## src/common/rename_pkg.sv

```systemverilog
package rename_pkg;

    // architectural register file
    localparam int ARF_DEPTH = 32;
    localparam int ARF_ID_W  = $clog2(ARF_DEPTH);
    localparam int DATA_W    = 32;   // register data, also pc width

    // reorder buffer
    localparam int ROB_DEPTH = 64;
    localparam int ROB_ID_W  = $clog2(ROB_DEPTH);
    localparam int CNT_W     = ROB_ID_W + 1;   // occupancy reaches ROB_DEPTH

    // keep headroom for one more two-wide bundle in flight
    localparam int ROB_LIMIT = 60;

    // bundle shape
    localparam int N_SRC = 4;   // two sources per slot
    localparam int N_DST = 2;   // one destination per slot
    localparam int OP_W  = 8;   // opaque operation field

    // rename table entry
    // check bit tells a fresh speculative mapping apart from the
    // committed one even when the rob id has wrapped around
    typedef struct packed {
        logic                check;
        logic [ROB_ID_W-1:0] rob_id;
    } rat_entry_t;

endpackage

```

## src/hdl/rob_alloc.sv

```systemverilog
module rob_alloc import rename_pkg::*; (
    input  logic                               clk,
    input  logic                               rst_i,
    input  logic                               c_flush_i,
    input  logic                               d_valid_i,
    input  logic [N_DST-1:0]                   d_slot_valid_i,
    input  logic                               p_ready_i,
    input  logic [N_DST-1:0]                   c_retire_i,
    output logic                               d_ready_o,
    output logic [N_DST-1:0]                   issue_o,
    output logic [N_DST-1:0][ROB_ID_W-1:0]     rob_id_o
);

    logic [CNT_W-1:0]    cnt_q;
    logic [CNT_W-1:0]    cnt_d;
    logic [ROB_ID_W-1:0] ptr0_q;
    logic [ROB_ID_W-1:0] ptr1_q;
    logic                avail_q;
    logic [1:0]          n_issue;
    logic [1:0]          n_retire;

    assign d_ready_o = avail_q & ~c_flush_i & p_ready_i;

    // one strobe per slot, the only place the handshake is formed
    assign issue_o = d_slot_valid_i & {N_DST{d_valid_i & d_ready_o}};

    assign n_issue  = {1'b0, issue_o[0]} + {1'b0, issue_o[1]};
    assign n_retire = {1'b0, c_retire_i[0]} + {1'b0, c_retire_i[1]};
    assign cnt_d    = cnt_q + CNT_W'(n_issue) - CNT_W'(n_retire);

    assign rob_id_o[0] = ptr0_q;
    assign rob_id_o[1] = ptr1_q;

    always_ff @(posedge clk) begin
        if (rst_i || c_flush_i) begin
            cnt_q   <= '0;
            ptr0_q  <= '0;
            ptr1_q  <= ROB_ID_W'(1);
            avail_q <= 1'b1;
        end else begin
            cnt_q   <= cnt_d;
            ptr0_q  <= ptr0_q + ROB_ID_W'(n_issue);   // wraps at ROB_DEPTH
            ptr1_q  <= ptr1_q + ROB_ID_W'(n_issue);
            // lags the counter by a cycle
            avail_q <= (cnt_q <= CNT_W'(ROB_LIMIT));
        end
    end

endmodule

```

## config.mk

```make
export PLATFORM = sky130hd
export DESIGN_NAME = rob_alloc
export DESIGN_NICKNAME = d
export VERILOG_FILES = /design/src/common/rename_pkg.sv /design/src/hdl/rob_alloc.sv
export SDC_FILE = /design/constraint.sdc
export NUM_CORES = 1
export LEC_CHECK = 0
export BUFFER_PORTS_ARGS = -buffer_cell sky130_fd_sc_hd__buf_4
export CAP_MARGIN = 20
export CORE_ASPECT_RATIO = 0.75
export CORE_MARGIN = 2
export CORE_UTILIZATION = 30
export CTS_CLUSTER_DIAMETER = 40
export DETAILED_ROUTE_END_ITERATION = 8
export PLACE_DENSITY_LB_ADDON = 0.25
export SLEW_MARGIN = 20
export SYNTH_ARGS = -nofsm -noshare
export SYNTH_HDL_FRONTEND = slang
export SYNTH_SLANG_ARGS = --single-unit
```

## constraint.sdc

```tcl
create_clock -name clk -period 3.5 [get_ports clk]
set_input_delay 0.7 -clock clk [delete_from_list [all_inputs] [get_ports clk]]
set_output_delay 0.7 -clock clk [all_outputs]
set_load 0.01 [all_outputs]
```

==> results.toml <==
[cells_and_area]
layout_common_cells = "buf_4, dfxtp_1, inv_1, ha_1, nand2_1"
instances_no_fill = 227
layout.nets = 201
drive_gt1_share_pct = 18.6
diodes = 0
final_common_cell = "buf_4"
fin_area_mm2 = 0.00160
syn2layout_area_growth_pct = 21.7

[power]
power_uw = 674
pwr-share-comb_pct = 33.6
vdd_drop_max_mv = 0.155
switching_share_pct = 32.9
p_switching_uw = 221
sequentialPowerShare_pct = 39.8
internal_power_uw = 453
powerDensity_mw_per_mm2 = 421
p_clk_share_pct = 26.6
leakagePower_nw = 0.700

[sta]
final_max_slew_viol_count = 0
rsz0062_at_grt = "false"
final.setup.tns_ps = 0
min_period_ps = 3160
finalSetupViolations = 0
fin_skew_ps = 2.16
relSlewSlack_pct = 47.1
setup_ws_ps = 341
finalHoldViolCount = 0
fin_crit_sh_pct = 90.3
fmax_mhz = 317
tightest_slew_ps = 790

[placement]
dp_cells = 223
placed_area_mm2 = 0.00155
hpwlAfterDp_mm = 2.37
io_buffers = 23
gp_congestion = 0.839
pre_cts_ws_ps = 96.8

[min_path]
hold_class = "register to register"

[logic_synthesis]
syn-num-nets = 176
avgSynthCellArea_um2 = 8.89
ys_seq_area_share_pct = 30.4
syn_inst = 148
async_reset_ff_share_pct = 0
synth_cell_type_count = 41
ys_seq_elements = 20
yosysWarningCount = 0
synth_area_mm2 = 0.00132
ys.flop_type = "dfxtp_1"
synth_edf_count = 0

[clock_tree]
clkLatencyLatePin_ps = 260
post_cts_resized = 0
cts_setup_buffers = 0
clockBufferDepth = 2
cts_tree = "yes"
clock_sinks = 20
htree_num_levels = 1
numCtsBuffers = 3
clk_pin_slew_worst_paths_ps = 80
hold_buffers = 0
root_buffer = "clkbuf_8"

[floorplanning]
rows = 20
initial_core_util_pct = 31.8
dieArea_mm2 = 0.00493
ios = 24
die_y_um = 61.3
die_x_um = 80.5
coreArea_mm2 = 0.00413

[drt]
wl_per_cell_um = 13.3
ant_nets = 0
first_pass_iters = 4
dr_total_vias = 1109
vias_per_cell = 4.89
drcViolationCount = 0
initialDrtViolationCount = 44
routed_wl_mm = 3.01

[grt]
grt-ovfl-total = 0
grt_use_met1_pct = 19.6
grt-busiest-layer = "met2"
grtUsageTotal_pct = 13.8
use_met2_pct = 19.8
antenna_found_initial = 0
grt_use_met3_pct = 4.11
grt_pass1_wl_mm = 5.01
grt_max_degree = 14
grt_pass1_vias = 1032

[run]
maxCapViolations = 0

[worst_setup_path]
path_class = "primary input to register"
worst_setup_path_start_kind = "primary input"
worstPathMaxFanout = 4
crit_path_end_kind = "register"
worstPathRequired_ps = 3630
cp.arrival_ps = 3290

[run_status]
status = "complete, no violations"
## critical path, stage by stage
cell      delay [ps]
buf_4            130
nor2_1           180
and3_1           230
ha_1             290
inv_1             80
fa_1             400
inv_1             70
ha_1             200
inv_1             70
fa_1             380
nor2b_1          260
o31a_1           200
o311ai_1         100
## layout make-up
type                    instances  area [um2]
repair buffers                 24         180
inverters                      18        67.6
flip-flops and latches         20         400
multi-input cells             106         828
fillers                       420        2530
well taps                      55        68.8
clock buffers                   4        55.1
## sequential cells by signal (all words and copies together), names as in the netlist
name / count
ptr1_q: 6
ptr0_q: 6
avail_q: 1
cnt_q: 7
## metrics by stage
step	utilization (%)	hold WS [ps]
2_1_floorplan	-	474
3_3_place_gp	37.4	461
3_5_place_dp	37.4	466
4_1_cts	38.8	476
5_1_grt	38.8	482
6_report	38.8	472
## power by group through the flow
stage,Combinational (mW),Clock (mW),Sequential (mW)
6_report,0.226,0.180,0.268
5_1_grt,0.260,0.196,0.270
4_1_cts,0.225,0.187,0.268
3_5_place_dp,0.222,0,0.274
3_3_place_gp,0.216,0,0.274
2_1_floorplan,0.169,0,0.267
## synth_stat cells, types with 2 or more instances
cell / number / share of area, %
and2_1: 4 / 1.9
ha_1: 16 / 15
nand3_1: 3 / 1.1
xor2_1: 2 / 1.3
buf_2: 3 / 1.1
mux2i_1: 4 / 3.0
nand4_1: 3 / 1.4
or3_1: 8 / 3.8
nor2b_1: 2 / 0.95
a21oi_1: 4 / 1.5
xnor2_1: 3 / 2.0
o22ai_1: 2 / 0.95
fa_1: 3 / 4.6
inv_1: 18 / 5.1
o21ai_0: 7 / 2.7
dfxtp_1: 20 / 30
nor3_1: 2 / 0.76
a211oi_1: 3 / 1.7
nand2_1: 11 / 3.1
nor2_1: 7 / 2.0
and3_1: 2 / 0.95
or4b_1: 2 / 1.5
## cells by family after synthesis
logic type	Yosys count	synth area share, %
adder cells (fa/ha/maj)	19	19.8
flip-flops	20	30.4
XOR/XNOR	5	3.33
buffers and inverters	22	6.56
AO/OA/AOI/OAI	25	13.0
AND/OR/NAND/NOR	53	23.8
multiplexers	4	3.04
## per-layer routing
metal | vias up | share of wire [%]
met5 | - | 0
met4 | 0 | 0.93
met3 | 2 | 5.2
met2 | 28 | 40
met1 | 505 | 53
li1 | 574 | -
## final timing paths
path                   from         to  slack (ps)  cells past startpoint
setup / recovery  c_flush_i   cnt_q[6]         340                     13
hold / removal    ptr1_q[5]  ptr1_q[5]         470                      2
setup reg to reg    avail_q   cnt_q[6]         570                     13
hold reg to reg   ptr1_q[5]  ptr1_q[5]         470                      2
(Power assumes the default switching activity.)
