[src/common/rename_pkg.sv]
package rename_pkg;

    // architectural register file
    localparam int ARF_DEPTH = 32;
    localparam int ARF_ID_W  = $clog2(ARF_DEPTH);
    localparam int DATA_W    = 32;   // register data, also pc width

    // reorder buffer
    localparam int ROB_DEPTH = 64;
    localparam int ROB_ID_W  = $clog2(ROB_DEPTH);
    localparam int CNT_W     = ROB_ID_W + 1;   // occupancy reaches ROB_DEPTH

    // keep headroom for one more two-wide bundle in flight
    localparam int ROB_LIMIT = 60;

    // bundle shape
    localparam int N_SRC = 4;   // two sources per slot
    localparam int N_DST = 2;   // one destination per slot
    localparam int OP_W  = 8;   // opaque operation field

    // rename table entry
    // check bit tells a fresh speculative mapping apart from the
    // committed one even when the rob id has wrapped around
    typedef struct packed {
        logic                check;
        logic [ROB_ID_W-1:0] rob_id;
    } rat_entry_t;

endpackage

[src/hdl/arf.sv]
module arf import rename_pkg::*; (
    input  logic                               clk,
    input  logic                               rst_i,
    input  logic [N_SRC-1:0][ARF_ID_W-1:0]     rd_id_i,
    input  logic [N_DST-1:0]                   c_retire_i,
    input  logic [N_DST-1:0]                   c_w_valid_i,
    input  logic [N_DST-1:0][ARF_ID_W-1:0]     c_arf_id_i,
    input  logic [N_DST-1:0][DATA_W-1:0]       c_data_i,
    output logic [N_SRC-1:0][DATA_W-1:0]       rd_data_o
);

    logic [DATA_W-1:0] regs [ARF_DEPTH];
    logic [N_DST-1:0]  we;

    // r0 is never written
    assign we = c_retire_i & c_w_valid_i & {|c_arf_id_i[1], |c_arf_id_i[0]};

    always_comb begin
        for (int i = 0; i < N_SRC; i++) begin
            rd_data_o[i] = regs[rd_id_i[i]];
            for (int j = 0; j < N_DST; j++) begin
                if (we[j] && c_arf_id_i[j] == rd_id_i[i]) begin
                    rd_data_o[i] = c_data_i[j];
                end
            end
            if (rd_id_i[i] == '0) begin
                rd_data_o[i] = '0;
            end
        end
    end

    // survives flush, only reset clears it
    always_ff @(posedge clk) begin
        if (rst_i) begin
            for (int r = 0; r < ARF_DEPTH; r++) begin
                regs[r] <= '0;
            end
        end else begin
            for (int j = 0; j < N_DST; j++) begin
                if (we[j]) begin
                    regs[c_arf_id_i[j]] <= c_data_i[j];
                end
            end
        end
    end

endmodule

[config.mk]
export PLATFORM = sky130hd
export DESIGN_NAME = arf
export DESIGN_NICKNAME = d
export VERILOG_FILES = /design/src/common/rename_pkg.sv /design/src/hdl/arf.sv
export SDC_FILE = /design/constraint.sdc
export NUM_CORES = 2
export LEC_CHECK = 0
export BUFFER_PORTS_ARGS = -buffer_cell sky130_fd_sc_hd__buf_2
export CORE_MARGIN = 3
export CORE_UTILIZATION = 30
export CTS_CLUSTER_DIAMETER = 60
export CTS_CLUSTER_SIZE = 16
export DETAILED_ROUTE_END_ITERATION = 6
export GPL_TIMING_DRIVEN = 0
export MAX_ROUTING_LAYER = met4
export PLACE_DENSITY = 0.47
export SLEW_MARGIN = 20
export SYNTH_ARGS = -nofsm -noshare
export SYNTH_HDL_FRONTEND = slang
export SYNTH_SLANG_ARGS = --single-unit
[constraint.sdc]
create_clock -name clk -period 2.8 [get_ports clk]
set_input_delay 0.56 -clock clk [delete_from_list [all_inputs] [get_ports clk]]
set_output_delay 0.56 -clock clk [all_outputs]
set_load 0.02 [all_outputs]
==> results.toml <==
[logic_synthesis]
ys_warn_count = 0
synth_cell_types = 43
async_reset_ff_share_pct = 0
syn_area_um2 = 78900
synth-main-ff-cell = "edfxtp_1"
syn_inst = 6767
synth_seq_cells = 1024
synth_edf_count = 1024
postSynthAreaPerCell_um2 = 11.7
ys_seq_area_share_pct = 39.0

[worst_setup_path]
cp_data_required_time_ps = 2240
cp-start-kind = "input port"
cp-end-kind = "output port"
worstPathMaxFanout = 10
arrival_ps = 3150
critical_path_class = "in2out"

[finish]
final_cells = 10900
reg.largest.list = "regs x1024"
drive_gt1_share_pct = 36.8
layout.nets = 7401
utilization_pct = 40.1
largest_reg_flops = 1024
syn_to_final_growth_pct = 32.4
top_register = "regs"

[sta]
maxSlewHeadroom_pct = 1.73
slew_violations = 0
post-route-min-period_ps = 3710
post-route-period-util_pct = 133
final-hold-violation-count = 0
max_freq_ghz = 0.269
finalSetupViolCount = 1419
worstMarginPinSlew_ps = 1470
timing.final.ws_setup_ps = -913
rsz0062_at_grt = "yes"

[grt]
grt_pass1_wl_mm = 693
track_usage_pct = 39.8
antenna_found_initial = 46
grt_max_degree = 33
grt_pass1_vias = 70700
grt-ovfl-total = 0

[floorplanning]
num_io_pins = 228
row_count = 187
core_um2 = 261000
die_h_um = 519
dieArea_um2 = 269000
start_util_pct = 30.3
die_x_um = 519

[pwr]
power.internal_uw = 34000
switchingPower_uw = 19300
power_frac_seq_pct = 35.2
power_density_nw_per_um2 = 510
pwr-share-comb_pct = 28.3
irDropWorstVdd_v = 0.000653
power_leakage_uw = 0.0353
switching_share_pct = 36.3
p_total_uw = 53300
clkPwrFrac_pct = 36.5

[clock_tree]
clock-sinks = 1024
cts_max_path_buffers = 3
cts_made_buffers = 141
cts_root_buffer = "clkbuf_16"
htreeDepth = 4
cts_tree = "yes"
cts_hold_buffers = 0
clk_pin_slew_ps = 70

[detailed_routing]
viasPerCell = 6.79
via_count = 74300
finalWirelength_mm = 542
initialDrtViolationCount = 11300
wire_per_inst_um = 49.5
post-route-drc-count = 0
postRouteAntennaNets = 0
drt_pass1_iterations = 6

[place]
portBuffers = 145
dp_hpwl_mm = 440
gp_congestion = 1.10
pre_cts_slack_ps = -3220
dp.cells = 10500

[outcome]
violations = "setup timing"
outcome = "finished, violations left"

[hold_path]
hp-class = "in2reg"

[job]
cap_violations = 0
[cell families (layout without fill, tap and decap cells)]
| logic type | count (synthesis) | count (layout) | share of synthesized area [%] |
|---|---|---|---|
| AND/OR/NAND/NOR | 1022 | 1024 | 5.59 |
| other | 1 | 62 | 0.00475 |
| multiplexers | 1552 | 1552 | 29.7 |
| AO/OA/AOI/OAI | 2054 | 2054 | 19.8 |
| XOR/XNOR | 40 | 40 | 0.444 |
| buffers and inverters | 1074 | 1692 | 5.44 |
| flip-flops | 1024 | 1024 | 39.0 |
[final timing paths]
check                        start                     to  slack, ps  cells after the start
worst max-delay path  c_data_i[31]         rd_data_o[127]       -910                      5
worst min-delay path  c_data_i[10]  regs[3][10]$_DFFE_PP_        360                      3
[routing by layer]
layer | routed length [um] | vias to the layer above | share of wire [%] | global-route usage (%)
met3 | 69500 | 1130 | 13 | 16.6
met2 | 225000 | 5374 | 42 | 55.9
met5 | 0 | - | 0 | -
met4 | 32800 | 0 | 6.1 | 18.7
met1 | 214000 | 38900 | 40 | 49.3
li1 | - | 28900 | - | -
[layout make-up]
type / instances / area [um2]
Antenna cell: 30 / 75.1
Buffer: 989 / 7410
Clock inverter: 106 / 1240
Clock buffer: 154 / 3640
Multi-Input combinational cell: 4702 / 51600
Timing Repair Buffer: 379 / 5140
Fill cell: 24700 / 156000
Sequential cell: 1024 / 30700
Tap cell: 3496 / 4370
Inverter: 64 / 240
[power groups by stage]
| stage | clock network [uW] | logic [uW] | registers (uW) |
|---|---|---|---|
| after CTS | 19500 | 14100 | 18700 |
| after floorplan | 0 | 6250 | 18600 |
| after detailed placement | 0 | 11500 | 19000 |
| after global routing | 20100 | 15000 | 18800 |
| final | 19500 | 15100 | 18800 |
| after global placement | 0 | 11300 | 19000 |
[Yosys cell counts, drive strengths merged (2+ instances only)]
cell / n / area (um2)
nor4: 37 / 244
mux2: 124 / 1400
nand2: 715 / 2680
o21ai: 411 / 2060
or3b: 7 / 61.3
a221oi: 124 / 1090
nand3: 42 / 210
nor2: 58 / 218
buf: 300 / 1380
xor2: 14 / 123
mux2i: 808 / 8090
o22ai: 124 / 776
a311oi: 124 / 1090
clkbuf: 710 / 2670
and4: 4 / 35.0
and2: 4 / 25.0
nand2b: 8 / 50.1
a41oi: 31 / 272
a211oi: 4 / 30.0
a22o: 860 / 7530
a22oi: 16 / 120
xnor2: 26 / 228
nor2b: 12 / 75.1
nor3: 46 / 230
or3: 35 / 219
inv: 64 / 240
mux4: 620 / 14000
nand3b: 15 / 113
edfxtp: 1024 / 30700
nand4: 37 / 231
o221ai: 220 / 1930
o311ai: 2 / 42.6
a21oi: 136 / 681
[worst max-delay path: stages]
cell and delay [ps]:
buf_1 690, clkbuf_1 1130, nand4_1 320, o221ai_4 250
buf_6 170
[cell usage in the layout, fill, tap and decap left out, types with 64 or more instances in the layout]
master	n
edfxtp_1	1024
a22o_1	849
mux2i_1	744
nand2_1	655
mux4_2	620
clkbuf_1	430
o21ai_1	270
buf_6	199
clkbuf_16	176
buf_4	150
o221ai_4	142
buf_12	131
mux2_2	124
clkbuf_2	120
a21oi_4	112
a311oi_1	88
o22ai_1	85
a221oi_2	78
clkbuf_4	76
o221ai_2	67
inv_1	64
[what timing repair did]
action / CTS / global route
gates resized for setup: 2372 / 210
setup buffers: 153 / 30
hold endpoints to repair: 0 / 0
pin swaps: 205 / 127
endpoints found under the setup margin: 1955 / 804
cloned: 28 / 2
[stage by stage]
| stage | setup TNS, ps | hold slack (ps) | area [um2] |
|---|---|---|---|
| 2_1_floorplan | -22340 | 975 | 80200 |
| 3_3_place_gp | -3746850 | 1140 | 85300 |
| 3_5_place_dp | -3028300 | 1150 | 86100 |
| 4_1_cts | -88140 | 300 | 103000 |
| 5_1_grt | -120830 | 368 | 104000 |
| 6_report | -241950 | 362 | 104000 |
(Power assumes the default switching activity.)
