<file path="config.mk">
export PLATFORM = sky130hd
export DESIGN_NAME = spec_rat
export DESIGN_NICKNAME = d
export VERILOG_FILES = /design/src/common/rename_pkg.sv /design/src/rename/spec_rat.sv
export SDC_FILE = /design/constraint.sdc
export NUM_CORES = 1
export LEC_CHECK = 0
export CAP_MARGIN = 20
export CORE_MARGIN = 4
export CORE_UTILIZATION = 30
export DETAILED_ROUTE_END_ITERATION = 10
export DONT_BUFFER_PORTS = 1
export HOLD_SLACK_MARGIN = 0.05
export PLACE_DENSITY = 0.51
export SLEW_MARGIN = 20
export SYNTH_ARGS = -nofsm -noshare
export SYNTH_HDL_FRONTEND = slang
export SYNTH_SLANG_ARGS = --single-unit
export TNS_END_PERCENT = 5
</file>
<file path="constraint.sdc">
create_clock -name clk -period 2.4 [get_ports clk]
set_input_delay 0.12 -clock clk [delete_from_list [all_inputs] [get_ports clk]]
set_output_delay 0.12 -clock clk [all_outputs]
set_load 0.01 [all_outputs]
</file>
<file path="src/common/rename_pkg.sv">
package rename_pkg;

    // architectural register file
    localparam int ARF_DEPTH = 32;
    localparam int ARF_ID_W  = $clog2(ARF_DEPTH);
    localparam int DATA_W    = 32;   // register data, also pc width

    // reorder buffer
    localparam int ROB_DEPTH = 64;
    localparam int ROB_ID_W  = $clog2(ROB_DEPTH);
    localparam int CNT_W     = ROB_ID_W + 1;   // occupancy reaches ROB_DEPTH

    // keep headroom for one more two-wide bundle in flight
    localparam int ROB_LIMIT = 60;

    // bundle shape
    localparam int N_SRC = 4;   // two sources per slot
    localparam int N_DST = 2;   // one destination per slot
    localparam int OP_W  = 8;   // opaque operation field

    // rename table entry
    // check bit tells a fresh speculative mapping apart from the
    // committed one even when the rob id has wrapped around
    typedef struct packed {
        logic                check;
        logic [ROB_ID_W-1:0] rob_id;
    } rat_entry_t;

endpackage

</file>
<file path="src/rename/spec_rat.sv">
module spec_rat import rename_pkg::*; (
    input  logic                               clk,
    input  logic                               rst_i,
    input  logic                               c_flush_i,
    input  logic [N_SRC-1:0][ARF_ID_W-1:0]     src_id_i,
    input  logic [N_DST-1:0][ARF_ID_W-1:0]     dst_id_i,
    input  logic [N_DST-1:0]                   w_reg_i,
    input  logic [N_DST-1:0]                   issue_i,
    input  logic [N_DST-1:0][ROB_ID_W-1:0]     rob_id_i,
    input  logic [N_DST-1:0]                   cw_check_i,
    output rat_entry_t [N_SRC-1:0]             src_map_o,
    output logic [N_DST-1:0]                   new_check_o
);

    rat_entry_t              tbl [ARF_DEPTH];
    logic       [N_DST-1:0]  we;
    rat_entry_t [N_DST-1:0]  new_ent;

    // new mapping always differs from the committed one
    assign new_check_o = ~cw_check_i;

    always_comb begin
        for (int i = 0; i < N_DST; i++) begin
            we[i]             = issue_i[i] & w_reg_i[i] & (|dst_id_i[i]);
            new_ent[i].check  = new_check_o[i];
            new_ent[i].rob_id = rob_id_i[i];
        end
    end

    always_comb begin
        for (int i = 0; i < N_SRC; i++) begin
            src_map_o[i] = tbl[src_id_i[i]];
        end
    end

    always_ff @(posedge clk) begin
        if (rst_i || c_flush_i) begin
            for (int r = 0; r < ARF_DEPTH; r++) begin
                tbl[r] <= '0;
            end
        end else begin
            // slot 1 is younger, wins on the same register
            for (int i = 0; i < N_DST; i++) begin
                if (we[i]) begin
                    tbl[dst_id_i[i]] <= new_ent[i];
                end
            end
        end
    end

endmodule

</file>
==> impl_metrics.yaml, run 1 <==
status:
  status: "finished with violations"
  failed_checks: "negative setup slack"
floorplanning:
  die_h_um: 248
  core_um2: 56700
  initial_core_util: 0.305
  placementRows: 87
  fp.dieW_um: 248
  die-area_um2: 61600
  pin_count: 81
placed_design:
  hpwl_um: 46600
  portBuffers: 0
  place.gp.congestion: 0.867
  place_inst: 1752
  pre_cts_slack_ns: 0.376
synthesis:
  netlist_area_um2: 17300
  seq_area_frac_synth: 0.389
  synth_ff_type: "edfxtp_1"
  ys_warn_count: 0
  syn_inst: 1067
  synth-edff-count: 224
  avgSynthCellArea_um2: 16.2
  synthArstFlopShare: 0
  yosysUniqueCellTypes: 41
  ys_ff_latch: 224
final_layout:
  final_nets: 1123
  syn2layout_area_growth_pct: 13.3
  reg_top3: "tbl: 224 flops"
  drive_above_1_share: 0.420
  fin_cells: 1846
  regMostFlops: "tbl"
  largest_reg_flops: 224
  diodes: 0
global_route:
  grt_max_degree: 57
  grt.overflow.total: 0
  grt_pass1_vias: 12000
  grt_pass1_wl_um: 96900
  track_usage: 0.224
  antenna_found_initial: 0
setup_path:
  path_max_fanout: 4
  critPathLaunchType: "flip-flop"
  worstSetupPathType: "reg -> out"
  worstPathRequired_ns: 2.28
  worstPathArrival_ns: 2.50
  endpoint_kind: "primary output"
clock_tree:
  cts_made_buffers: 28
  clkTransAtPathRegs_ns: 0.06
  clk_path_buf_depth: 3
  post-cts-setup-buffers: 0
  cts_tree: "yes"
  cts.sinks: 224
  cts_root_buffer: "clkbuf_16"
  htree_num_levels: 1
power_and_ir_drop:
  ir_worst_vdd_mv: 0.383
  leakage_nw: 6.75
  p_per_area_nw_per_um2: 542
timing:
  clock.fmax_mhz: 382
  drv_slew: 0
  tightest_slew_ns: 0.891
  min_period_ns: 2.62
  fin_crit_sh: 1.09
  hold_viol_final: 0
  rsz0062_at_grt: "true"
  setup_viol: 28
  slew_headroom: 0.404
  fin_tns_setup_ns: -4.45
  layout_setup_ws_ns: -0.216
min_path:
  hold_path_class: "in -> reg"
  min_to: "tbl[16][6]$_DFFE_PP_"
  whs_path_depth: 3
  holdCritStartpoint: "dst_id_i[0]"
detailed_routing:
  antenna_left: 0
  avgRoutedWirePerCell_um: 37.5
  drtIter0Drc: 1422
  firstDrtPassIters: 7
  drc: 0
  dr_total_vias: 12200
  finalWirelength_um: 69300
  vias_per_cell: 6.59
run:
  maxCapViolCount: 0
## cells by family (layout without fill, tap and decap cells)
| group | Yosys count | in the layout | synth area share |
|---|---|---|---|
| mux | 308 | 308 | 0.382 |
| flops | 224 | 224 | 0.389 |
| buf+inv | 145 | 162 | 0.0424 |
| compound gates | 226 | 226 | 0.111 |
| other cells | 1 | 7 | 0.000217 |
| simple gates | 163 | 163 | 0.0759 |
## report_power, final
part | total [mW] | internal [mW] | switching (mW)
clock network | 4.08 | 2.34 | 1.74
logic | 1.80 | 0.986 | 0.811
registers | 4.75 | 4.52 | 0.231
total | 10.6 | 7.84 | 2.78
## cell type report
class                           count  area [µm²]
Tap cell                          756         946
Timing Repair Buffer              107        1050
Inverter                            7        26.3
Clock buffer                       33         719
Sequential cell                   224        6730
Fill cell                        5386       37100
Clock inverter                     15         135
Multi-Input combinational cell    704       10000
## what timing repair did
action | 4_1_cts | 5_1_grt
setup endpoints to repair | 28 | 28
endpoints found under the hold margin | 188 | 0
gates resized for setup | 28 | 0
hold buffers | 46 | 0
## cells in the mapped netlist, drive strengths merged, types with 5 or more instances
master / instances / area, µm²
nor3: 18 / 244
nor2: 22 / 82.6
mux2: 28 / 315
inv: 6 / 22.5
edfxtp: 224 / 6730
buf: 61 / 418
nor3b: 5 / 47.5
nor4: 15 / 287
nand4: 20 / 125
mux4: 280 / 6310
nand2: 28 / 105
a22o: 205 / 1800
or3: 5 / 31.3
o31ai: 5 / 37.5
and3b: 10 / 87.6
a21oi: 9 / 45.0
nand3b: 22 / 165
o21ai: 7 / 35.0
clkbuf: 77 / 289
## worst max-delay path by stage
stage / cells after the start / slack [ns] / from / endpoint
floorplan: 5 / 0.42 / src_id_i[2] / src_map_o[0]
global placement: 5 / 0.38 / rst_i / tbl[26][5]$_DFFE_PP_
detailed placement: 5 / 0.38 / rst_i / tbl[26][0]$_DFFE_PP_
CTS: 3 / -0.20 / tbl[21][5]$_DFFE_PP_ / src_map_o[12]
global route: 3 / -0.26 / tbl[21][5]$_DFFE_PP_ / src_map_o[12]
finish: 3 / -0.22 / tbl[2][4]$_DFFE_PP_ / src_map_o[11]
## layout by cell type, fill, tap and decap left out, types with 13 or more instances in the layout
master and instances:
mux2_4 28, nand4_1 20, nor2_1 21, nand2_1 28, mux4_2 280, dlygate4sd3_1 34
nand3b_1 22, clkbuf_16 28, edfxtp_1 224, a22o_1 205, buf_4 60, buf_12 13
## stage by stage
stage,power (mW),hold slack (ns),area [µm²],util
after floorplan,6.15,0.322,17300,-
after global placement,6.32,0.317,18100,0.319
after detailed placement,6.34,0.312,18100,0.319
after CTS,10.6,0.0538,19600,0.346
after global routing,10.9,0.0971,19600,0.346
final,10.6,0.0799,19600,0.346
## critical path, stage by stage, from the launching register on
cell and delay [ns]:
edfxtp_1 0.48, mux4_2 0.50, mux4_2 0.59, mux2_4 0.34
## per-layer routing
layer / share of wire / track usage / up-vias
met2: 0.48 / 0.370 / 788
li1: - / - / 4780
met4: 0.037 / 0.0690 / 0
met1: 0.37 / 0.287 / 6452
met5: 0 / 0 / -
met3: 0.11 / 0.0634 / 137
No activity file was read; power rests on OpenSTA's default activity.
==> run 2: changes to the inputs <==
CTS_BUF_LIST = sky130_fd_sc_hd__clkbuf_2   (was default)
==> impl_metrics.yaml, run 2 (synthesized netlist as in run 1, its figures left out) <==
status:
  status: "finished with violations"
  failed_checks: "negative setup slack"
detailed_routing:
  drc: 0
  firstDrtPassIters: 5
  drtIter0Drc: 1508
  vias_per_cell: 6.47
  dr_total_vias: 12700
  finalWirelength_um: 70400
  avgRoutedWirePerCell_um: 35.9
  antenna_left: 0
final_layout:
  final_nets: 1197
  final_common_cell: "mux4_2"
  syn2layout_area_growth_pct: 14.4
  drive_above_1_share: 0.445
  final_cell_mix: "mux4_2, edfxtp_1, a22o_1, clkbuf_2, dlygate4sd3_1"
  largest_reg_flops: 224
  regMostFlops: "tbl"
  fin_cells: 1961
  reg_top3: "tbl: 224 flops"
setup_path:
  cp-startpoint: "tbl[17][5]$_DFFE_PP_"
  worstPathArrival_ns: 2.92
  worstPathRequired_ns: 2.28
  critPathLaunchType: "flip-flop"
  endpoint_kind: "primary output"
  worstSetupPathType: "reg -> out"
  path_max_fanout: 4
floorplanning:
  core_um2: 56700
  die_h_um: 248
  die-area_um2: 61600
  initial_core_util: 0.305
  pin_count: 81
  fp.dieW_um: 248
  placementRows: 87
run:
  maxCapViolCount: 0
power_and_ir_drop:
  p_comb_frac: 0.190
  ir_worst_vdd_mv: 0.235
  switching_power_mw: 2.88
  swShare: 0.294
  leakage_nw: 7.01
  finalPower_mw: 9.77
  p_per_area_nw_per_um2: 493
  clockPowerShare: 0.325
  p_int_mw: 6.90
  pwr-share-seq: 0.485
global_route:
  grt_max_degree: 57
  grt_pass1_vias: 12500
  antenna_found_initial: 8
  grt_pass1_wl_um: 98400
  grt.overflow.total: 0
  track_usage: 0.229
timing:
  min_period_ns: 3.04
  slew_headroom: 0.470
  layout_setup_ws_ns: -0.643
  fin_crit_sh: 1.27
  clock.fmax_mhz: 329
  fin_tns_setup_ns: -16.54
  timing.hold.ws_ns: 0.139
  drv_slew: 0
  rsz0062_at_grt: "true"
  tightest_slew_ns: 0.792
  hold_viol_final: 0
  setup_viol: 29
clock_tree:
  cts_tree: "yes"
  cts.sinks: 224
  clk_path_buf_depth: 3
  cts_made_buffers: 66
  htree_num_levels: 3
  clkTransAtPathRegs_ns: 0.08
  cts_root_buffer: "clkbuf_2"
placed_design:
  hpwl_um: 46600
  place_inst: 1752
  portBuffers: 0
  place.gp.congestion: 0.867
min_path:
  hold_path_class: "in -> reg"
  holdCritStartpoint: "rst_i"
run 2: changes by cell type in the layout (fill, tap and decap cells not counted), moves of 4 or more:
cell           previous run  this run
clkbuf_1                  5         0
nor2_1                   21        17
dlygate4sd3_1            34        66
diode_2                   0        13
clkbuf_16                28         0
clkbuf_2                  0        95
clkinv_1                  7        13
run 2: per-stage QoR:
step / setup slack, ns / area [µm²] / util
after detailed placement: 0.376 / 18100 / 0.319
after global routing: -0.796 / 19800 / 0.349
after CTS: -0.741 / 19700 / 0.348
final: -0.643 / 19800 / 0.349
after global placement: 0.377 / 18100 / 0.319
after floorplan: 0.420 / 17300 / -
run 2: what timing repair did:
item                                    CTS  global route
hold buffers                             81             1
pin swaps                                 0             1
resized for setup                        28            14
endpoints found under the setup margin   28            55
setup buffers                             0             0
endpoints found under the hold margin   427            17
run 2: metal layers:
| metal | track usage | up-vias | wire length, µm |
|---|---|---|---|
| met3 | 0.0770 | 139 | 8200 |
| met1 | 0.288 | 6681 | 26100 |
| met2 | 0.370 | 871 | 33500 |
| met5 | 0 | - | 26 |
| met4 | 0.0820 | 4 | 2510 |
| li1 | - | 4983 | - |
run 2: path summary, 6_finish.rpt:
check	endpoint	depth (start not counted)	slack, ns
max	src_map_o[12]	3	-0.64
min	tbl[8][4]$_DFFE_PP_	5	0.14
run 2: layout make-up:
| type | count | area [µm²] |
|---|---|---|
| fillers | 5451 | 36900 |
| inverters | 7 | 26.3 |
| multi-input cells | 704 | 10000 |
| repair buffers | 143 | 1410 |
| clock buffers | 94 | 470 |
| well taps | 756 | 946 |
| clock inverters | 20 | 166 |
| flip-flops and latches | 224 | 6730 |
| diodes | 13 | 32.5 |
run 2: power groups by stage:
stage,sequential [mW],combinational [mW],clock [mW]
2_1_floorplan,4.72,1.43,0
4_1_cts,4.74,1.83,3.23
3_5_place_dp,4.83,1.51,0
6_report,4.74,1.85,3.18
3_3_place_gp,4.81,1.51,0
5_1_grt,4.77,1.91,3.45
run 2: worst max-delay path, cell delays in order (launching register included):
cell and delay [ns]:
edfxtp_1 0.48, mux4_2 0.52, mux4_2 0.58, mux2_4 0.32
