## src/common/rename_pkg.sv

```systemverilog
package rename_pkg;

    // architectural register file
    localparam int ARF_DEPTH = 32;
    localparam int ARF_ID_W  = $clog2(ARF_DEPTH);
    localparam int DATA_W    = 32;   // register data, also pc width

    // reorder buffer
    localparam int ROB_DEPTH = 64;
    localparam int ROB_ID_W  = $clog2(ROB_DEPTH);
    localparam int CNT_W     = ROB_ID_W + 1;   // occupancy reaches ROB_DEPTH

    // keep headroom for one more two-wide bundle in flight
    localparam int ROB_LIMIT = 60;

    // bundle shape
    localparam int N_SRC = 4;   // two sources per slot
    localparam int N_DST = 2;   // one destination per slot
    localparam int OP_W  = 8;   // opaque operation field

    // rename table entry
    // check bit tells a fresh speculative mapping apart from the
    // committed one even when the rob id has wrapped around
    typedef struct packed {
        logic                check;
        logic [ROB_ID_W-1:0] rob_id;
    } rat_entry_t;

endpackage

```

## src/rename/commit_rat.sv

```systemverilog
module commit_rat import rename_pkg::*; (
    input  logic                                   clk,
    input  logic                                   rst_i,
    input  logic                                   c_flush_i,
    input  logic [N_SRC+N_DST-1:0][ARF_ID_W-1:0]   rd_id_i,
    input  logic [N_DST-1:0]                       c_retire_i,
    input  logic [N_DST-1:0]                       c_w_valid_i,
    input  logic [N_DST-1:0][ARF_ID_W-1:0]         c_arf_id_i,
    input  logic [N_DST-1:0][ROB_ID_W-1:0]         c_rob_id_i,
    input  logic [N_DST-1:0]                       c_check_i,
    output rat_entry_t [N_SRC+N_DST-1:0]           rd_map_o
);

    localparam int N_RD = N_SRC + N_DST;

    rat_entry_t              tbl [ARF_DEPTH];
    logic       [N_DST-1:0]  we;
    rat_entry_t [N_DST-1:0]  wr_ent;

    always_comb begin
        for (int j = 0; j < N_DST; j++) begin
            we[j]            = c_retire_i[j] & c_w_valid_i[j] & (|c_arf_id_i[j]);
            wr_ent[j].check  = c_check_i[j];
            wr_ent[j].rob_id = c_rob_id_i[j];
        end
    end

    // read with bypass of this cycle's retire writes
    always_comb begin
        for (int i = 0; i < N_RD; i++) begin
            rd_map_o[i] = tbl[rd_id_i[i]];
            for (int j = 0; j < N_DST; j++) begin
                if (we[j] && c_arf_id_i[j] == rd_id_i[i]) begin
                    rd_map_o[i] = wr_ent[j];   // later slot overrides
                end
            end
        end
    end

    always_ff @(posedge clk) begin
        if (rst_i || c_flush_i) begin
            for (int r = 0; r < ARF_DEPTH; r++) begin
                tbl[r] <= '0;
            end
        end else begin
            for (int j = 0; j < N_DST; j++) begin
                if (we[j]) begin
                    tbl[c_arf_id_i[j]] <= wr_ent[j];
                end
            end
        end
    end

endmodule

```

## config.mk

```make
export PLATFORM = sky130hd
export DESIGN_NAME = commit_rat
export DESIGN_NICKNAME = d
export VERILOG_FILES = /design/src/common/rename_pkg.sv /design/src/rename/commit_rat.sv
export SDC_FILE = /design/constraint.sdc
export NUM_CORES = 1
export LEC_CHECK = 0
export BUFFER_PORTS_ARGS = -buffer_cell sky130_fd_sc_hd__buf_4
export CAP_MARGIN = 20
export CORE_MARGIN = 8
export CORE_UTILIZATION = 45
export CTS_CLUSTER_DIAMETER = 120
export DETAILED_ROUTE_END_ITERATION = 10
export PLACE_DENSITY = 0.75
export SYNTH_ARGS = -nofsm -noshare
export SYNTH_HDL_FRONTEND = slang
export SYNTH_SLANG_ARGS = --single-unit
```

## constraint.sdc

```tcl
create_clock -name clk -period 1.79 [get_ports clk]
set_input_delay 0 -clock clk [delete_from_list [all_inputs] [get_ports clk]]
set_output_delay 0 -clock clk [all_outputs]
set_load 0.005 [all_outputs]
```

==> results.md, run 1 <==
* Overall via count from detail_route at 23900
* Count of non-filler cells in the finished layout at 3231
* Type of the worst setup path: reg2out
* Sequential share of the synthesized area at 29.8%
* Cell total after placement at 3162
* Clock share of power at 26.4%
* Violated checks: negative setup slack
* Worst-case vdd ir drop at 0.539 mV
* Actual transition at the worst max-transition pin at 1250 ps
* Result of the run: complete, but fails checks
* Most common cell after layout, fill and taps aside: sky130_fd_sc_hd__buf_4
* Average wire per standard cell at 33.7 um
* Clock Path Buffers at 3
* CTS root buffer: sky130_fd_sc_hd__clkbuf_16
* Dominant cells by area after synthesis: sky130_fd_sc_hd__edfxtp_1 (30%), sky130_fd_sc_hd__mux4_2 (26%), sky130_fd_sc_hd__mux2i_1 (8.1%)
* Internal at 11.7 mW
* Switch Pwr at 5.73 mW
* Maximum number of pins on one net before global-route repair at 38
* Yosys warning total at 0
* Largest registers: tbl (224)
* Relative slew margins at 16.3%
* CTS tree: done
* Max-slew violations at 0
* Initial Utilization at 45.3%
* Total congestion overflow at 0
* Count of pins on the block boundary at 103
* Sum of internal, switching and leakage power at 17.4 mW
* Width of the die at 240 um
* Crit path max fanout at 2
* Wire length of the first global-routing pass at 154000 um
* Nature of the critical path endpoint: output pin
* Share of the synthesized area in the top cell type at 29.8%
* Final WS setup at -1010 ps
* Count of TritonRoute iterations in the first routing pass at 9
* Number of sinks driven by the clock tree at 224
* Max reg flops at 224
* Number of standard cells after synthesis at 2022
* Post-synthesis sequential element count at 224
* Cell accounting for the most synthesized area: sky130_fd_sc_hd__edfxtp_1
* Most flop-heavy register: tbl
* Final-report hold violation count at 0
* Final critical-path share of the clock period at 157%
* Final weighted congestion in routability-driven placement at 1.09
* Initial detailed-routing violation count at 3992
* Worst path required time at 1790 ps
* Total power density per cell area at 572 nW/um2
* Sequential group share of total power at 36.7%
* Port buffer count at 102
* Floorplan row count at 82
* Combinational cell fraction of total power at 36.9%
* Class of the worst hold path: in2reg
* Placeable Area at 49900 um2
* Reported max-cap violation count at 0
* Async SR Flop Fraction at 0%
* Die outline area at 57600 um2
* Clock-pin slew reported for the worst setup and hold paths after clock tree synthesis at 70 ps
* GRT Overall Usage at 36.4%
* Antenna violations before repair at 0
* Most used flip-flop cell after synthesis: sky130_fd_sc_hd__edfxtp_1
* Vias per inst at 7.39
* Area of the mapped netlist at 22600 um2
* Most used cells in the layout excluding fill and tap cells: sky130_fd_sc_hd__buf_4 (574), sky130_fd_sc_hd__mux4_2 (265), sky130_fd_sc_hd__edfxtp_1 (224)
* Worst endpoint data arrival time at 2800 ps
* Setup repair after global routing missed its margin: yes
* Fraction of layout instances using a drive strength above 1 at 47.7%
* NumNets Final at 2603
* Startpoint type of the worst setup path: flop
* Number of global-route vias before repair at 22800
* Number of distinct library cell variants in the gate-level netlist after synthesis at 57
* Remaining routing DRC violations at 0
* Final WL at 109000 um
* Leakage power figure at 12.0 nW
* Clock H-tree levels at 1
* Final critical path time including I/O delays and setup at 2800 ps
* Final setup violation count at 42
* Fraction of power spent switching nets at 32.9%
* TritonCTS Buffers at 23
* Average instance area after synthesis at 11.2 um2
* Detail Route Antenna Nets at 0
* Number of flops mapped to enable cells by yosys at 224
* Dpl hpwl at 83600 um
* Area Growth Syn to Fin at 34.8%
* Timing-limited maximum frequency at 357 MHz
* DIE HEIGHT at 240 um
-- power by group through the flow --
stage          Clock (mW)  Sequential, mW  Combinational [mW]
2_1_floorplan           0            6.43                2.95
3_3_place_gp            0            6.45                5.66
3_5_place_dp            0            6.46                5.74
4_1_cts              4.57            6.35                5.99
5_1_grt              4.75            6.39                6.58
6_report             4.60            6.38                6.43
-- critical path: stages, from the launching register on --
cell	delay [ps]
sky130_fd_sc_hd__edfxtp_1	450
sky130_fd_sc_hd__buf_6	150
sky130_fd_sc_hd__mux4_2	430
sky130_fd_sc_hd__mux4_2	610
sky130_fd_sc_hd__mux2i_1	200
sky130_fd_sc_hd__nand2_1	70
sky130_fd_sc_hd__o21ai_1	90
sky130_fd_sc_hd__o21ai_1	120
sky130_fd_sc_hd__buf_4	150
-- routing by layer --
metal	routed length (um)	vias up	track usage [%]	part of all wire (%)
met5	94	-	0.606	0.086
met4	7190	4	18.5	6.6
met3	18100	503	12.9	17
met2	45800	2438	53.3	42
met1	37800	11700	47.3	35
li1	-	9251	-	-
-- kinds of logic after synthesis --
kind of cell / synth area share [%]
DFF: 29.8
and+or+nand+nor: 9.47
muxes: 36.2
xor gates and xnor gates: 2.33
buffers and inverters: 5.13
other: 0.0166
AOI/OAI and AO/OA: 17.1
-- cells in the mapped netlist (11+ instances only) --
library cell,number
sky130_fd_sc_hd__buf_2,52
sky130_fd_sc_hd__mux2i_1,183
sky130_fd_sc_hd__nor2_2,21
sky130_fd_sc_hd__or3_1,11
sky130_fd_sc_hd__mux4_2,265
sky130_fd_sc_hd__a22oi_1,23
sky130_fd_sc_hd__o211ai_1,12
sky130_fd_sc_hd__xor2_1,29
sky130_fd_sc_hd__a22o_1,166
sky130_fd_sc_hd__o22ai_1,41
sky130_fd_sc_hd__nand2_1,208
sky130_fd_sc_hd__nor3_1,38
sky130_fd_sc_hd__clkbuf_1,129
sky130_fd_sc_hd__a221oi_1,54
sky130_fd_sc_hd__a221o_1,13
sky130_fd_sc_hd__buf_4,14
sky130_fd_sc_hd__nor2_1,95
sky130_fd_sc_hd__mux2_2,33
sky130_fd_sc_hd__o21ai_0,123
sky130_fd_sc_hd__buf_1,22
sky130_fd_sc_hd__inv_1,27
sky130_fd_sc_hd__xnor2_1,31
sky130_fd_sc_hd__edfxtp_1,224
sky130_fd_sc_hd__a21oi_1,42
sky130_fd_sc_hd__nand3_1,17
sky130_fd_sc_hd__o221ai_1,12
sky130_fd_sc_hd__nand3b_1,11
-- through the flow --
step	setup WS [ps]	setup TNS, ps	util [%]	hold slack [ps]	instance area, um2
after CTS	-951	-29420	60.0	26.8	29900
after floorplan	0.339	0	-	310	22600
after global placement	-679	-17660	57.3	463	28600
after detailed placement	-660	-19490	57.3	471	28600
final	-1010	-31330	61.1	32.1	30400
after global routing	-1030	-32190	61.1	47.8	30400
-- repair_timing --
item                                    CTS  global route
endpoints found under the setup margin   42            42
hold buffers                              3             0
gates cloned                              0             0
setup buffers                            29            30
endpoints found under the hold margin    15             0
pin swaps                                66            69
gates resized for setup                 139           113
-- layout make-up --
class / instances / area [um2]
clock inverter: 14 / 104
sequential: 224 / 6730
tap: 672 / 841
clock buffer: 27 / 591
timing repair buffer: 717 / 6600
antenna: 1 / 2.50
inverter: 29 / 109
fill: 3975 / 19400
multi-input combinational: 1547 / 15500
-- worst paths after layout --
kind | start | endpoint | slack, ps | depth (start not counted)
min | c_rob_id_i[5] | tbl[13][5] | 30 | 3
max | tbl[21][3] | rd_map_o[31] | -1010 | 8
Note: power is estimated with default switching activity, not from simulation.
==> inputs of run 2 (changes only) <==
--- a/config.mk
+++ b/config.mk
@@ -11,7 +11,7 @@
 export CORE_UTILIZATION = 45
 export CTS_CLUSTER_DIAMETER = 120
 export DETAILED_ROUTE_END_ITERATION = 10
-export PLACE_DENSITY = 0.75
+export PLACE_DENSITY = 0.72
 export SYNTH_ARGS = -nofsm -noshare
 export SYNTH_HDL_FRONTEND = slang
 export SYNTH_SLANG_ARGS = --single-unit
==> constraint.sdc (replaced) <==
create_clock -name clk -period 3.1 [get_ports clk]
set_input_delay 0 -clock clk [delete_from_list [all_inputs] [get_ports clk]]
set_output_delay 0 -clock clk [all_outputs]
set_load 0.005 [all_outputs]
==> results.md, run 2 (synthesis results as in run 1) <==
* Largest delay contributor family on the critical path: multiplexers (unchanged)
* Critical-path cell list: mux4_2, mux4_2, mux2i_1, nand2_1, o21ai_0, o21ai_1, buf_4 (was buf_6, mux4_2, mux4_2, mux2i_1, nand2_1, o21ai_1, o21ai_1, buf_4)
* Worst-case vdd ir drop at 0.315 mV (was 0.539 mV)
* Most common cell after layout, fill and taps aside: sky130_fd_sc_hd__mux4_2 (was sky130_fd_sc_hd__buf_4)
* Max reg flops at 224 (unchanged)
* DIE HEIGHT at 240 um (unchanged)
* Most flop-heavy register: tbl (unchanged)
* Total power density per cell area at 377 nW/um2 (was 572 nW/um2)
* Relative slew margins at 32.0% (was 16.3%)
* Worst Hold Launch: c_rob_id_i[0] (was c_rob_id_i[5])
* CTS tree: done (unchanged)
* Most prevalent standard cell on the critical path: sky130_fd_sc_hd__mux4_2
* Type of the worst setup path: reg2out (unchanged)
* TritonCTS Buffers at 25 (was 23)
* Actual transition at the worst max-transition pin at 1020 ps (was 1250 ps)
* Clock-pin slew reported for the worst setup and hold paths after clock tree synthesis at 60 ps (was 70 ps)
* Number of global-route vias before repair at 20100 (was 22800)
* Class of the worst hold path: in2reg (unchanged)
* Width of the die at 240 um (unchanged)
* Floorplan row count at 82 (unchanged)
* Buffer and inverter count on the worst path at 1 (was 2)
* Reported max-cap violation count at 0 (unchanged)
* Antenna violations before repair at 1 (was 0)
* Worst endpoint data arrival time at 2930 ps (was 2800 ps)
* Clock Path Buffers at 3 (unchanged)
* Final critical-path share of the clock period at 94.5%
* Count of pins on the block boundary at 103 (unchanged)
* Timing-limited maximum frequency at 341 MHz
* Overall via count from detail_route at 21600 (was 23900)
* Final WL at 100000 um (was 109000 um)
* Post-CTS resize count at 0 (was 139)
* Largest registers: tbl (224) (unchanged)
* Result of the run: complete, no violations (was complete, but fails checks)
* Fraction of layout instances using a drive strength above 1 at 29.0% (was 47.7%)
* Average wire per standard cell at 36.6 um (was 33.7 um)
* Final weighted congestion in routability-driven placement at 1.06 (was 1.09)
* Number of sinks driven by the clock tree at 224 (unchanged)
* Port buffer count at 102 (unchanged)
* Initial Utilization at 45.3% (unchanged)
* Total congestion overflow at 0 (unchanged)
* Maximum single-stage delay on the critical path at 570 ps (was 610 ps)
* Placement Cell Area at 24200 um2 (was 28600 um2)
* Final core occ at 50.2% (was 61.1%)
* Count of TritonRoute iterations in the first routing pass at 6 (was 9)
* Most used cells in the layout excluding fill and tap cells: sky130_fd_sc_hd__mux4_2 (265), sky130_fd_sc_hd__buf_4 (224), sky130_fd_sc_hd__edfxtp_1 (224) (was sky130_fd_sc_hd__buf_4 (574), sky130_fd_sc_hd__mux4_2 (265), sky130_fd_sc_hd__edfxtp_1 (224))
* Crit path max fanout at 6 (was 2)
* Hold-fix buffers, CTS at 0 (was 3)
* NumNets Final at 2120 (was 2603)
* Setup repair after global routing missed its margin: no (was yes)
* Max-slew violations at 0 (unchanged)
* Detail Route Antenna Nets at 0 (unchanged)
* Design Area, Final at 25000 um2 (was 30400 um2)
* Setup TNS at 0 ps (was -31330 ps)
* Dpl hpwl at 73500 um (was 83600 um)
* Placeable Area at 49900 um2 (unchanged)
* CTS root buffer: sky130_fd_sc_hd__clkbuf_16 (unchanged)
* Initial detailed-routing violation count at 4256 (was 3992)
* Setup repair bufs after CTS at 0 (was 29)
* Wire length of the first global-routing pass at 143000 um (was 154000 um)
* Standard cell with the maximum stage delay on the critical path: sky130_fd_sc_hd__mux4_2 (unchanged)
* Maximum number of pins on one net before global-route repair at 49 (was 38)
* Final-report hold violation count at 0 (unchanged)
* Nature of the critical path endpoint: output pin (unchanged)
* Worst path required time at 3100 ps (was 1790 ps)
* Final setup violation count at 0 (was 42)
* Leakage power figure at 9.10 nW (was 12.0 nW)
* Vias per inst at 7.86 (was 7.39)
* Startpoint type of the worst setup path: flop (unchanged)
* Number of stages on the worst hold path at 3 (unchanged)
* Clock H-tree levels at 1 (unchanged)
* Area Growth Syn to Fin at 10.8% (was 34.8%)
* Worst hold margin at 41.5 ps (was 32.1 ps)
* Hold Path End: tbl[9][0] (was tbl[13][5])
* Die outline area at 57600 um2 (unchanged)
* Final critical path time including I/O delays and setup at 2930 ps
* GRT Overall Usage at 33.8% (was 36.4%)
* Remaining routing DRC violations at 0 (unchanged)
run 2: final cells by class:
| cell class | instances | area (um2) |
|---|---|---|
| multi-input cells | 1547 | 14700 |
| diodes | 1 | 2.50 |
| clock inverters | 13 | 146 |
| inverters | 29 | 109 |
| flip-flops and latches | 224 | 6730 |
| clock buffers | 29 | 641 |
| repair buffers | 232 | 1830 |
| well taps | 672 | 841 |
| fillers | 4403 | 24800 |
run 2: metal layers:
layer / vias to the layer above / wire length, um / track usage, %
met5: - / 0 / 0
met4: 0 / 5880 / 15.1
met3: 403 / 16800 / 10.2
met2: 2325 / 42500 / 49.9
met1: 10600 / 35300 / 45.7
li1: 8280 / - / -
run 2: worst min-delay path, delay by kind of cell:
family	cells	cell delay (ps)
AO/OA/AOI/OAI	1	60
buffers and inverters	1	240
AND/OR/NAND/NOR	1	100
run 2: how the worst max path moves through the flow:
stage | startpoint | cells after the start | to | slack [ps]
final | tbl[7][3] | 7 | rd_map_o[31] | 170
after global routing | tbl[2][3] | 7 | rd_map_o[31] | 140
after CTS | tbl[6][3] | 7 | rd_map_o[31] | 190
after detailed placement | rst_i | 5 | tbl[21][1] | 630
after global placement | rst_i | 5 | tbl[21][3] | 680
after floorplan | c_arf_id_i[7] | 7 | tbl[16][0] | 1210
run 2: where the power goes:
part	internal [mW]	total [mW]	leakage [nW]	switching, mW
clock	1.72	2.96	0.386	1.24
sequential	3.50	3.88	2.43	0.373
combinational	1.17	2.60	6.28	1.43
run 2: metrics by stage:
step,power [mW],std cells,setup slack [ps]
after floorplan,5.41,2028,1210
after global placement,6.37,2703,685
after detailed placement,6.41,2704,626
after CTS,9.31,2746,190
after global routing,9.61,2747,139
final,9.43,2747,171
